--- src/include/rs485_defs.svh ---
`ifndef RS485_DEFS_SVH
`define RS485_DEFS_SVH

// host bus address width, covers memory plus the two registers
`define WB_ADDR_BITS 6

// frame memory size in bytes, mapped at 0x00..0x1F
`define FRAME_DEPTH 32

// turn-around delays in bit cycles
`define DIR_LEAD 15 // rx off -> driver on, and driver on -> first start bit
`define DIR_TAIL 4  // driver off -> rx back on

// register addresses above the frame region
`define REG_CTRL 6'h20 // start bit 7, length 4:0
`define REG_STAT 6'h21 // busy bit 0, done bit 1

`endif
--- src/source/rs485Pkg.sv ---
`default_nettype none

`include "rs485_defs.svh"

package rs485Pkg;

	// wishbone classic request, host to slave
	typedef struct packed {
		logic                     cyc;
		logic                     stb;
		logic                     we;
		logic [`WB_ADDR_BITS-1:0] adr;
		logic [7:0]               dat;
	} wbReq;

	typedef struct packed {
		logic       ack; // one cycle per access
		logic [7:0] dat;
	} wbRsp;

	// register block into frame memory
	typedef struct packed {
		logic                            en;
		logic [$clog2(`FRAME_DEPTH)-1:0] addr;
		logic [7:0]                      data;
	} memWrite;

	// byte fetch, transmitter side
	typedef struct packed {
		logic                            req; // held until ack
		logic [$clog2(`FRAME_DEPTH)-1:0] addr;
	} fetchReq;

	typedef struct packed {
		logic       ack;
		logic [7:0] data;
	} fetchRsp;

	typedef enum logic [2:0] {IDLE, DIRON, FETCH, SHIFT, DIROFF} txState;

	// address decode result
	typedef enum logic [1:0] {CTRL, STAT, MEM, NONE} regSel;

endpackage

`default_nettype wire

--- src/source/rs485Top.sv ---
`default_nettype none

module rs485Top (
	input  logic           edgeTx, // bit clock, one bit per cycle
	input  logic           reset,
	input  rs485Pkg::wbReq bus,
	output rs485Pkg::wbRsp busRsp,
	output logic           tx,
	output logic           dirTx, // driver enable
	output logic           dirRx  // high keeps the receiver off
);

	rs485Pkg::memWrite memWr;
	rs485Pkg::fetchReq fetch;
	rs485Pkg::fetchRsp fetchRsp;
	logic              start;
	logic [4:0]        frameLen;
	logic              busy;
	logic              doneEvent;

	// host side, decode and status
	frameRegs i_regs (
		.edgeTx    (edgeTx),
		.reset     (reset),
		.bus       (bus),
		.busRsp    (busRsp),
		.memWr     (memWr),
		.start     (start),
		.frameLen  (frameLen),
		.busy      (busy),
		.doneEvent (doneEvent)
	);

	frameMem i_mem (
		.edgeTx   (edgeTx),
		.reset    (reset),
		.memWr    (memWr),
		.fetch    (fetch),
		.fetchRsp (fetchRsp)
	);

	// line side
	rs485Tx i_tx (
		.edgeTx    (edgeTx),
		.reset     (reset),
		.start     (start),
		.frameLen  (frameLen),
		.fetch     (fetch),
		.fetchRsp  (fetchRsp),
		.busy      (busy),
		.doneEvent (doneEvent),
		.tx        (tx),
		.dirTx     (dirTx),
		.dirRx     (dirRx)
	);

endmodule

`default_nettype wire

--- src/source/rs485Tx.sv ---
`default_nettype none

`include "rs485_defs.svh"

module rs485Tx (
	input  logic              edgeTx,
	input  logic              reset,
	input  logic              start,
	input  logic [4:0]        frameLen,
	output rs485Pkg::fetchReq fetch,
	input  rs485Pkg::fetchRsp fetchRsp,
	output logic              busy,
	output logic              doneEvent,
	output logic              tx,
	output logic              dirTx,
	output logic              dirRx
);

	// delay counter compare points
	localparam logic [5:0] dirTxAt  = 6'(`DIR_LEAD - 1);
	localparam logic [5:0] dirOnEnd = 6'(2 * `DIR_LEAD - 1);
	localparam logic [5:0] tailEnd  = 6'(`DIR_TAIL - 1);

	rs485Pkg::txState state;
	logic [5:0]       dly;      // turn-around timing
	logic [3:0]       bitCnt;   // 0 start, 1..8 data, 9 stop
	logic [4:0]       byteIdx;  // byte on the line
	logic [4:0]       lastIdx;  // length latched at start
	logic             reqQ;
	logic [4:0]       addrQ;
	logic [7:0]       shiftBuf;

	assign busy  = (state != rs485Pkg::IDLE);
	assign fetch = '{req: reqQ, addr: addrQ};

	// byte buffer, loaded on ack, shifted lsb first
	// next ack only lands in the stop bit or in FETCH, so no clash with shifting
	always_ff @(posedge edgeTx) begin
		if (reqQ && fetchRsp.ack) begin
			shiftBuf <= fetchRsp.data;
		end else if (state == rs485Pkg::SHIFT && bitCnt < 4'd8) begin
			shiftBuf <= shiftBuf >> 1;
		end
	end

	always_ff @(posedge edgeTx or negedge reset) begin
		if (!reset) begin
			state     <= rs485Pkg::IDLE;
			dly       <= '0;
			bitCnt    <= '0;
			byteIdx   <= '0;
			lastIdx   <= '0;
			reqQ      <= 1'b0;
			addrQ     <= '0;
			tx        <= 1'b1; // line idles high
			dirTx     <= 1'b0;
			dirRx     <= 1'b0;
			doneEvent <= 1'b0;
		end else begin
			doneEvent <= 1'b0;
			if (reqQ && fetchRsp.ack) begin
				reqQ <= 1'b0; // handshake done
			end
			case (state)
				rs485Pkg::IDLE: begin
					if (start) begin // ignored while busy, we are not in IDLE then
						dirRx   <= 1'b1; // receiver off first
						dly     <= '0;
						byteIdx <= '0;
						lastIdx <= frameLen;
						reqQ    <= 1'b1; // first fetch hides in the lead time
						addrQ   <= '0;
						state   <= rs485Pkg::DIRON;
					end
				end
				rs485Pkg::DIRON: begin
					dly <= dly + 6'd1;
					if (dly == dirTxAt) begin
						dirTx <= 1'b1; // driver on
					end
					if (dly == dirOnEnd) begin
						bitCnt <= '0;
						if (!reqQ || fetchRsp.ack) begin
							tx    <= 1'b0; // first start bit
							state <= rs485Pkg::SHIFT;
						end else begin
							state <= rs485Pkg::FETCH; // memory still owes the byte
						end
					end
				end
				rs485Pkg::FETCH: begin
					// line stays high until the byte shows up
					if (fetchRsp.ack) begin
						tx     <= 1'b0;
						bitCnt <= '0;
						state  <= rs485Pkg::SHIFT;
					end
				end
				rs485Pkg::SHIFT: begin
					bitCnt <= bitCnt + 4'd1;
					if (bitCnt < 4'd8) begin
						tx <= shiftBuf[0]; // data bit
						// last data bit going out, ask for the next byte
						// so its ack falls in the stop bit
						if (bitCnt == 4'd7 && byteIdx != lastIdx) begin
							reqQ  <= 1'b1;
							addrQ <= byteIdx + 5'd1;
						end
					end else if (bitCnt == 4'd8) begin
						tx <= 1'b1; // stop bit
					end else begin
						bitCnt <= '0;
						if (byteIdx == lastIdx) begin
							dirTx <= 1'b0; // frame over
							dly   <= '0;
							state <= rs485Pkg::DIROFF;
						end else begin
							byteIdx <= byteIdx + 5'd1;
							if (fetchRsp.ack) begin
								tx <= 1'b0; // back to back, no idle bit
							end else begin
								state <= rs485Pkg::FETCH;
							end
						end
					end
				end
				rs485Pkg::DIROFF: begin
					dly <= dly + 6'd1;
					if (dly == tailEnd) begin
						dirRx     <= 1'b0; // listening again
						doneEvent <= 1'b1;
						state     <= rs485Pkg::IDLE;
					end
				end
				default: state <= rs485Pkg::IDLE;
			endcase
		end
	end

	// bus is only ever pulled low with the driver enabled
	txNeedsDriver: assert property (@(posedge edgeTx) disable iff (!reset)
		!tx |-> dirTx);
	// driver and receiver never both on
	driverNeedsRxOff: assert property (@(posedge edgeTx) disable iff (!reset)
		dirTx |-> dirRx);

endmodule

`default_nettype wire

--- src/source/frameMem.sv ---
`default_nettype none

`include "rs485_defs.svh"

module frameMem (
	input  logic              edgeTx,
	input  logic              reset,
	input  rs485Pkg::memWrite memWr,
	input  rs485Pkg::fetchReq fetch,
	output rs485Pkg::fetchRsp fetchRsp
);

	logic [7:0] mem [`FRAME_DEPTH]; // frame bytes
	logic [7:0] dataQ;
	logic       ackQ;

	// host write port
	always_ff @(posedge edgeTx) begin
		if (memWr.en) begin
			mem[memWr.addr] <= memWr.data;
		end
	end

	// fetch data, one cycle after req
	always_ff @(posedge edgeTx) begin
		if (fetch.req) begin
			dataQ <= mem[fetch.addr];
		end
	end

	// single-cycle ack per request
	// transmitter drops req on the ack edge, so !ackQ stops a second one
	always_ff @(posedge edgeTx or negedge reset) begin
		if (!reset) begin
			ackQ <= 1'b0;
		end else begin
			ackQ <= fetch.req && !ackQ; // low whenever req is low
		end
	end

	assign fetchRsp = '{ack: ackQ, data: dataQ};

endmodule

`default_nettype wire

--- src/source/frameRegs.sv ---
`default_nettype none

`include "rs485_defs.svh"

module frameRegs (
	input  logic              edgeTx,
	input  logic              reset,
	input  rs485Pkg::wbReq    bus,
	output rs485Pkg::wbRsp    busRsp,
	output rs485Pkg::memWrite memWr,
	output logic              start,
	output logic [4:0]        frameLen,
	input  logic              busy,
	input  logic              doneEvent
);

	localparam int memAw = $clog2(`FRAME_DEPTH);

	rs485Pkg::regSel sel;
	logic            ackQ;
	logic            doneQ; // sticky until host clears it
	logic            access;
	logic            wrAccess;
	logic [7:0]      rdData;

	// address decode
	always_comb begin
		if (bus.adr < `FRAME_DEPTH) begin
			sel = rs485Pkg::MEM;
		end else if (bus.adr == `REG_CTRL) begin
			sel = rs485Pkg::CTRL;
		end else if (bus.adr == `REG_STAT) begin
			sel = rs485Pkg::STAT;
		end else begin
			sel = rs485Pkg::NONE; // unmapped, reads zero
		end
	end

	// first cycle of cyc&stb only, ack comes next cycle
	assign access   = bus.cyc && bus.stb && !ackQ;
	assign wrAccess = access && bus.we;

	// frame bytes go straight through, memory latches on the same edge as ack
	assign memWr = '{
		en:   wrAccess && (sel == rs485Pkg::MEM),
		addr: bus.adr[memAw-1:0],
		data: bus.dat
	};

	always_ff @(posedge edgeTx or negedge reset) begin
		if (!reset) begin
			ackQ     <= 1'b0;
			start    <= 1'b0;
			frameLen <= '0;
			doneQ    <= 1'b0;
		end else begin
			ackQ  <= access; // never stalls
			start <= wrAccess && (sel == rs485Pkg::CTRL) && bus.dat[7]; // one cycle
			if (wrAccess && (sel == rs485Pkg::CTRL)) begin
				frameLen <= bus.dat[4:0];
			end
			// new completion beats a clear in the same cycle
			if (doneEvent) begin
				doneQ <= 1'b1;
			end else if (wrAccess && (sel == rs485Pkg::STAT) && bus.dat[1]) begin
				doneQ <= 1'b0; // write one to clear
			end
		end
	end

	// read mux, registered with ack
	always_ff @(posedge edgeTx) begin
		if (access) begin
			if (bus.we) begin
				rdData <= 8'h00;
			end else begin
				case (sel)
					rs485Pkg::CTRL: rdData <= {3'b000, frameLen}; // start reads 0
					rs485Pkg::STAT: rdData <= {6'd0, doneQ, busy};
					default:        rdData <= 8'h00; // memory not readable
				endcase
			end
		end
	end

	assign busRsp = '{ack: ackQ, dat: rdData};

	// ack only answers a request seen the cycle before
	ackAfterReq: assert property (@(posedge edgeTx) disable iff (!reset)
		ackQ |-> $past(bus.cyc && bus.stb));

endmodule

`default_nettype wire

--- config.mk ---
export PLATFORM = sky130hd
export DESIGN_NAME = rs485Top
export DESIGN_NICKNAME = d
export VERILOG_FILES = /design/src/source/rs485Pkg.sv /design/src/source/rs485Top.sv /design/src/source/rs485Tx.sv /design/src/source/frameMem.sv /design/src/source/frameRegs.sv
export VERILOG_INCLUDE_DIRS = /design/src /design/src/include
export SDC_FILE = /design/constraint.sdc
export NUM_CORES = 1
export LEC_CHECK = 0
export ABC_AREA = 1
export BUFFER_PORTS_ARGS = -buffer_cell sky130_fd_sc_hd__buf_4
export CAP_MARGIN = 5
export CORE_MARGIN = 2
export CORE_UTILIZATION = 47
export CTS_CLUSTER_SIZE = 28
export DETAILED_ROUTE_END_ITERATION = 10
export PLACE_DENSITY_LB_ADDON = 0.3
export SYNTH_ARGS = -nofsm -noshare
export SYNTH_HDL_FRONTEND = slang
export SYNTH_SLANG_ARGS = --single-unit
--- constraint.sdc ---
create_clock -name edgeTx -period 2 [get_ports edgeTx]
set_input_delay 0.2 -clock edgeTx [delete_from_list [all_inputs] [get_ports edgeTx]]
set_output_delay 0.2 -clock edgeTx [all_outputs]
set_load 0.02 [all_outputs]
# Yosys cells after proc, flatten, opt, wreduce, memory -nomap -nowiden
# Memory sizes are Yosys's and may differ from the RTL's. A register that Yosys moved wholly into a read port is not among the register bits.
# Index checks and enable logic that the tools add are counted.
dict set report word_totals {
  inputBits 19
  output_inout_bits 12
  word_cells 149
  ff_bits 58
  mem_count 1
  ram_bits 256
}
# memory words word_bits rd rd_ports_with_merged_regs write_ports line
set mem_list {}
lappend mem_list {i_mem.mem 32 8 1 1 1 frameMem.sv:13} ;# logic [7:0] mem [`FRAME_DEPTH];
dict set report classes {
  n_reduce_logical 36
  order_cmp 2
  n_mux 60
  addsub 3
  n_eq_ne 29
}
# operator n
set ops {}
lappend ops {{two-way mux 5 bit} 6}
lappend ops {{case mux 5 bit (2 select lines)} 3}
lappend ops {{two-way mux 3 bit} 8}
lappend ops {{two-way mux 6 bit} 4}
lappend ops {{two-way mux 1 bit} 23}
lappend ops {{case mux 6 bit (3 select lines)} 1}
lappend ops {{two-way mux 4 bit} 4}
lappend ops {{two-way mux 8 bit} 2}
lappend ops {{inequality test 2 bit (second input constant)} 8}
lappend ops {{case mux 3 bit (5 select lines)} 1}
lappend ops {{AND reduction 5 bit} 3}
lappend ops {{== test 6 bit (second input constant)} 2}
lappend ops {{logical AND 1 bit} 12}
lappend ops {{case mux 4 bit (3 select lines)} 1}
lappend ops {{nonzero test 2 bit} 5}
lappend ops {{nonzero test 3 bit} 3}
lappend ops {{inequality test 2 x 1 -> 1 bit (second input constant)} 4}
lappend ops {{AND reduction 4 bit} 2}
lappend ops {{AND reduction 7 bit} 1}
lappend ops {{adder 6 x 1 -> 6 bit (second input constant)} 1}
lappend ops {{== test 3 x 2 -> 1 bit (second input constant)} 2}
lappend ops {{== test 6 x 2 -> 1 bit (second input constant)} 1}
lappend ops {{== test 6 x 4 -> 1 bit (second input constant)} 1}
lappend ops {{== test 6 x 5 -> 1 bit (second input constant)} 1}
lappend ops {{other kinds (24)} 31}

# Logic depth before layout (Yosys ltp)
# Gate-level depths: netlist (run 1).
dict set report logic_depth {
  word_depth 9
  ltp_mapped 10
}

# By module
# Synthesis (run 1) repeated with hierarchy kept, for this count alone.
dict set report hier_totals {
  hier_cells 1281
  hier_area_um2 13930.9
}
# module n_inst seq_area_each_um2 area_per_inst_um2 cells_per_inst
set modules_own_cells {}
lappend modules_own_cells {frameMem 1 7952.6 10903.0 926}
lappend modules_own_cells {rs485Tx 1 1067.3 2263.4 272}
lappend modules_own_cells {frameRegs 1 350.3 764.5 83}

# Worst setup path after synthesis (run 1)
# Ideal clock, no wire load.
dict set report synth_path {
  path_kind {reg-to-reg}
  from {reg i_regs.ackQ}
  to {mem i_mem.mem[0][0] (enable)}
  slack_ns -0.022
  stages_incl_launch_ff 6
  period_less_slack_ns 2.022
  t_arrival_ns 1.652
  path_cell_list {dfrtp_1 -> nor2_1 -> nand2_1 -> nor2_1 -> nand3_1 -> nor2_1}
}
dict set report synth_via {
  elab_chain_cells 6
}
# item line
set synth_rtl {}
lappend synth_rtl {{start: declaration} frameRegs.sv:20} ;# logic ackQ;
lappend synth_rtl {{start signal: assignment} frameRegs.sv:57} ;# ackQ <= access;
lappend synth_rtl {{zero test 1 bit} frameRegs.sv:40} ;# assign access = bus.cyc && bus.stb && !ackQ;
lappend synth_rtl {{logical AND 1 bit} frameRegs.sv:40}
lappend synth_rtl {{net i_regs.access} frameRegs.sv:22} ;# logic access;
lappend synth_rtl {{logical AND 1 bit} frameRegs.sv:41} ;# assign wrAccess = access && bus.we;
lappend synth_rtl {{logical AND 1 bit} frameRegs.sv:45} ;# en: wrAccess && (sel == rs485Pkg::MEM),
lappend synth_rtl {{two-way mux 1 bit} frameMem.sv:19} ;# if (memWr.en) begin
lappend synth_rtl {{two-way mux 1 bit (not written as such)} frameMem.sv:20} ;# mem[memWr.addr] <= memWr.data;
lappend synth_rtl {{end: declaration} frameMem.sv:13}
# The timed path passes the listed nets, and every way through them passes these cells.

==> impl_metrics.toml, run 1 <==
[run_status]
status = "complete, no violations"

[setup_path]
crit_chain = "clkinv_2 > buf_16 > nand2_1 > nand3_1 > nand3_1 > nand2_1 > nand2_1 > nand3_1 > and2_1"
crit_buf_inv = 2
r2r_cells = 9
crit_cells = 9
startpoint_type = "flip-flop"
timing.rr.end = "i_mem.dataQ[3]"
max_stage_delay_ps = 500
crit_end = "i_mem.dataQ[3]"
end_kind = "flip-flop"
worstSetupPathType = "flip-flop to flip-flop"
critPathTopFamily = "simple AND/OR/NAND/NOR gates"
cp_data_required_time_ps = 2370
r2r-start = "i_tx.addrQ[0]"
cp.arrival_ps = 2270
slowest_stage = "dfrtp_4"
cp-startpoint = "i_tx.addrQ[0]"
crit_fanout = 80
r2r_slack_ps = 100

[global_routing]
grt_pass1_vias = 8972
grt_use_total_pct = 20.54
globalRouteOverflowTotal = 0
grt_max_degree = 81
antenna_found_initial = 0
grt_pass1_wl_um = 48400

[timing]
finalSetupViolations = 0
worstMarginPinSlew_ps = 595.3
slew_viol_final = 0
hold_viol = 0
finalCritPeriodShare_pct = 95.12
fin_tns_setup_ps = 0
finalClockSkew_ps = 12.56
relSlewSlack_pct = 59.95
rsz0062_at_grt = "no"
whs_ps = 34.50
fmax_mhz = 525.7
fin_crit_ps = 1902

[cells_and_area]
drive_gt1_share_pct = 12.47
diodes = 0
mostFrequentLayoutCell = "nand2_1"
n_fill_cell = 2400
finalNetCount = 1324
final_area_um2 = 15490
syn2layout_area_growth_pct = 14.76
final_cell_mix = "nand2_1 (408), edfxtp_1 (277), nand3_1 (243)"
final_util_pct = 54.42

[drt]
drt_iter0_drc = 891
num_vias = 9066
drc = 0
drt-pass1-iter-count = 7
vias_per_cell = 5.311
wl_per_cell_um = 17.89
ant_nets = 0
routed_wl_um = 30530

[flow_run]
cap_violations = 0

[synth]
synth_mux_area_share_pct = 0.5839
synth_area_leader_cell = "edfxtp_1"
synth-simple-area-share_pct = 24.24
synth_edf_count = 277
synth_flop_cell = "edfxtp_1"
synth-xor-area-share_pct = 0.3244
yosysWarnings = 0
syn_inst = 1233
synth_top_family_by_area = "simple AND/OR/NAND/NOR gates"
synthAdderAreaFrac_pct = 0.5561
synth-seq-cells = 319
synth_seq_area_share_pct = 69.41
syn_area_um2 = 13500
synthTopCellsByArea = "edfxtp_1 (62%), nand2_1 (11%), nand3_1 (9.0%), dfrtp_1 (7.6%), nor2_1 (1.8%)"
synthArstFlopShare_pct = 13.17
ys_types = 36
synth-compound-area-share_pct = 1.214
synth.avg_cell_area_um2 = 10.95
yosysTopAreaCellShare_pct = 61.61

[clock_tree]
insertion_delay_ps = 510
postCtsSetupBuffers = 0
clockRootBuffer = "clkbuf_16"
clk_pin_slew_ps = 60
htree_levels = 2
clkSinkCount = 319
cts_buffer_depth = 3
tritoncts = "yes"
cts_buffers = 35

[floorplanning]
die_x_um = 173.5
row_count = 62
die_area_um2 = 30100
coreArea_um2 = 28470
initial_core_util_pct = 47.42
io_pins = 31
die_y_um = 173.5

[worst_hold_path]
min_path_type = "input pin to flip-flop"

[pwr]
p_total_mw = 15.39
irDropWorstVdd_v = 0.0005781
power_density_nw_per_um2 = 993.3
p_leak_nw = 6.051

[place]
placed_cell_area_um2 = 14390
finalWeightedCongestion = 0.7899
dp_hpwl_um = 18550
portBuffers = 27
cells by family (layout without fill, tap and decap cells):
group / count (synthesis) / in the layout
and+or+nand+nor: 752 / 752
buffers and inverters: 113 / 201
DFF: 319 / 319
other: 1 / 3
xor gates and xnor gates: 5 / 5
adders and majority gates: 6 / 6
muxes: 7 / 7
AOI/OAI and AO/OA: 30 / 30
timing repair:
item / in CTS / in global routing
hold endpoints to repair: 41 / 0
hold buffers: 1 / 0
endpoints found under the setup margin: 0 / 8
resized for setup: 0 / 4
registers in the layout (all words and copies together) (netlist names):
register         cells
i_regs.ackQ          1
i_tx.addrQ           5
i_tx.dly             6
i_regs.doneQ         1
i_tx.lastIdx         5
i_tx.dirRx           1
i_tx.reqQ            1
i_mem.dataQ          8
i_regs.rdData        5
i_regs.start         1
i_tx.bitCnt          4
i_tx.dirTx           1
i_tx.byteIdx         5
i_tx.doneEvent       1
i_tx.shiftBuf        8
i_tx.tx              1
i_regs.frameLen      5
i_mem.mem          256
i_mem.ackQ           1
i_tx.state           3
stage by stage:
| stage | setup slack [ps] | std cells |
|---|---|---|
| 4_1_cts | 16.13 | 1707 |
| 6_report | 97.68 | 1707 |
| 2_1_floorplan | -22.35 | 1235 |
| 5_1_grt | 1.873 | 1707 |
| 3_3_place_gp | 81.04 | 1645 |
| 3_5_place_dp | 97.03 | 1645 |
cell usage after synthesis, types with 3 or more instances:
cell type    n
a21oi_1     10
and2_1       8
buf_1        7
buf_2       36
buf_4        6
clkbuf_1    10
dfrtp_1     41
edfxtp_1   277
ha_1         6
inv_1       49
inv_2        5
mux2_2       7
nand2_1    408
nand2_2      3
nand2_4      3
nand3_1    244
nand4_1      6
nor2_1      64
nor3_1       5
o21ai_0     13
xor2_1       3
power breakdown:
part	switching (mW)	leakage, nW	internal (mW)	total, mW
Combinational	1.15	2.48	0.520	1.67
Clock	2.50	0.529	3.54	6.04
Sequential	0.199	3.04	7.48	7.68
Total	3.84	6.05	11.5	15.4
worst min path at each step:
stage / from / endpoint / slack (ps) / cells past startpoint
2_1_floorplan: reset / i_mem.ackQ / -100 / 0
3_3_place_gp: reset / i_tx.bitCnt[1] / 220 / 1
3_5_place_dp: reset / i_tx.bitCnt[1] / 220 / 1
4_1_cts: bus[14] / i_regs.rdData[0] / 20 / 2
5_1_grt: bus[14] / i_regs.rdData[0] / 20 / 2
6_report: bus[14] / i_regs.rdData[0] / 30 / 2
routing by layer:
metal	part of all wire, %	wire length [um]	track usage (%)
met2	49	14870	34.70
met3	5.4	1634	3.004
met4	2.5	763	6.250
met1	43	13260	27.72
met5	0	0	0
cell type report:
type,instances,area (um2),area share (%)
Tap cell,384,480.5,3.101
Multi-Input combinational cell,803,3651,23.56
Clock inverter,20,151.4,0.9771
Inverter,54,203.9,1.316
Timing Repair Buffer,86,713.2,4.603
Sequential cell,319,9375,60.51
Clock buffer,41,918.4,5.927
(Power assumes the default switching activity.)
==> run 2: changes to the inputs <==
Settings changed: PLACE_DENSITY from default to 0.65, PLACE_DENSITY_LB_ADDON 0.3 to default.
==> run 2 against run 1 <==
  * Total power increased by 2.4%
  * Largest cell class unchanged
  * First-iteration DRC count shrank 5.9%
  * Sequential power is essentially flat
  * Global-route usage is 0.063 points higher
  * Count of clock-buffer cells in the layout is the same
  * Non-clock buffer count grew 2
  * Sequential cell count unchanged
  * Via count is essentially flat
  * Critical endpoint is now i_mem.dataQ[0]
==> impl_metrics.toml, run 2 (same netlist as run 1, synthesis figures left out) <==
[cells_and_area]
final_util_pct = 54.73
top_regs = "i_mem.mem (256), i_mem.dataQ (8), i_tx.shiftBuf (8)"
drive_gt1_share_pct = 12.75
finalNetCount = 1326
regMostFlops = "i_mem.mem"
mostFrequentLayoutCell = "nand2_1"
syn2layout_area_growth_pct = 15.42
final_cell_mix = "nand2_1 (408), edfxtp_1 (277), nand3_1 (244)"
largest_register_ffs = 256
diodes = 0
n_fill_cell = 2408

[clock_tree]
postCtsSetupBuffers = 0
clockRootBuffer = "clkbuf_16"
clk_pin_slew_ps = 60
cts_buffers = 35
htree_levels = 2
insertion_delay_ps = 520
tritoncts = "yes"
clkSinkCount = 319
cts_buffer_depth = 3

[floorplanning]
coreArea_um2 = 28470
initial_core_util_pct = 47.42
die_x_um = 173.5
row_count = 62
die_y_um = 173.5
io_pins = 31
die_area_um2 = 30100

[setup_path]
slowest_stage = "dfrtp_4"
cp.arrival_ps = 2230
worstSetupPathType = "flip-flop to flip-flop"
crit_chain = "clkinv_2 > buf_12 > nand2_1 > nand3_1 > nand3_1 > nand2_1 > nand2_1 > nand3_1 > and2_1"
crit_fanout = 72
critPathTopFamily = "simple AND/OR/NAND/NOR gates"
crit_buf_inv = 2
startpoint_type = "flip-flop"
end_kind = "flip-flop"
cp_data_required_time_ps = 2370
max_stage_delay_ps = 510

[place]
finalWeightedCongestion = 0.8219
dp_hpwl_um = 18220
portBuffers = 27

[pwr]
irDropWorstVdd_v = 0.0007984
power_density_nw_per_um2 = 1012
p_leak_nw = 6.089

[global_routing]
grt_max_degree = 73
grt_use_total_pct = 20.60
grt_pass1_wl_um = 48160
grt_pass1_vias = 8864
globalRouteOverflowTotal = 0
antenna_found_initial = 0

[drt]
num_vias = 9061
wl_per_cell_um = 17.91
drt-pass1-iter-count = 5
ant_nets = 0
drc = 0
vias_per_cell = 5.299
routed_wl_um = 30630
drt_iter0_drc = 838

[timing]
fmax_mhz = 535.3
fin_crit_ps = 1868
finalClockSkew_ps = 20.83
fin_tns_setup_ps = 0
relSlewSlack_pct = 62.10
finalCritPeriodShare_pct = 93.40
whs_ps = 24.75
slew_viol_final = 0
hold_viol = 0
rsz0062_at_grt = "no"
worstMarginPinSlew_ps = 567.2
finalSetupViolations = 0

[run_status]
status = "complete, no violations"

[worst_hold_path]
min_path_type = "input pin to flip-flop"

[flow_run]
cap_violations = 0
==> run 2: cell count changes in the layout (fill, tap and decap cells not counted), moves of 2 or more <==
cell	delta
clkinv_1	-2
bufinv_16	+2
buf_12	+3
buf_4	+2
buf_6	-2
clkbuf_8	-2
==> run 2: repair_timing <==
item                       in CTS  in global routing
hold buffers                    1                  0
hold endpoints to repair       41                  0
gates resized for setup         0                  1
setup endpoints to repair       0                  4
==> run 2: routing by layer <==
metal	track usage [%]	vias up	routed length, um
li1	-	4356	-
met1	27.67	4387	13020
met2	34.85	258	15180
met3	2.982	60	1617
met4	6.532	0	817
met5	0	-	0
==> run 2: path summary, 6_finish.rpt <==
path / startpoint / endpoint / slack [ps] / depth (start not counted)
min in group asynchronous: reset / i_tx.bitCnt[2] / 210 / 2
setup / recovery: i_tx.addrQ[0] / i_mem.dataQ[0] / 130 / 9
hold reg to reg: i_tx.doneEvent / i_regs.doneQ / 460 / 1
max in group asynchronous: reset / i_tx.addrQ[0] / 1380 / 2
setup reg to reg: i_tx.addrQ[0] / i_mem.dataQ[0] / 130 / 9
hold / removal: bus[14] / i_regs.rdData[1] / 20 / 2
==> run 2: cell type report <==
class	instances	area (um2)	area share (%)
Sequential cell	319	9375	60.17
Inverter	54	203.9	1.309
Tap cell	384	480.5	3.083
Clock inverter	21	216.5	1.389
Multi-Input combinational cell	803	3649	23.41
Clock buffer	41	919.6	5.902
Timing Repair Buffer	88	738.2	4.737
==> run 2: metrics by stage <==
stage	power [mW]	instances	area (um2)	setup WS (ps)
finish	15.76	1710	15580	132.0
global route	16.38	1710	15580	27.02
CTS	15.87	1710	15580	147.0
detailed placement	9.488	1647	14430	167.6
global placement	9.444	1647	14430	187.7
floorplan	8.960	1235	13510	-22.35
==> run 2: where the power goes <==
group	switching (mW)	internal (mW)
Sequential	0.198	7.48
Clock	2.59	3.82
Combinational	1.15	0.518
==> run 2: worst register-to-register path: cells and delay by family (launching register included) <==
| kind | cells | cell delay, ps |
|---|---|---|
| AND/OR/NAND/NOR | 7 | 830 |
| flip-flops | 1 | 510 |
| buffers and inverters | 2 | 380 |
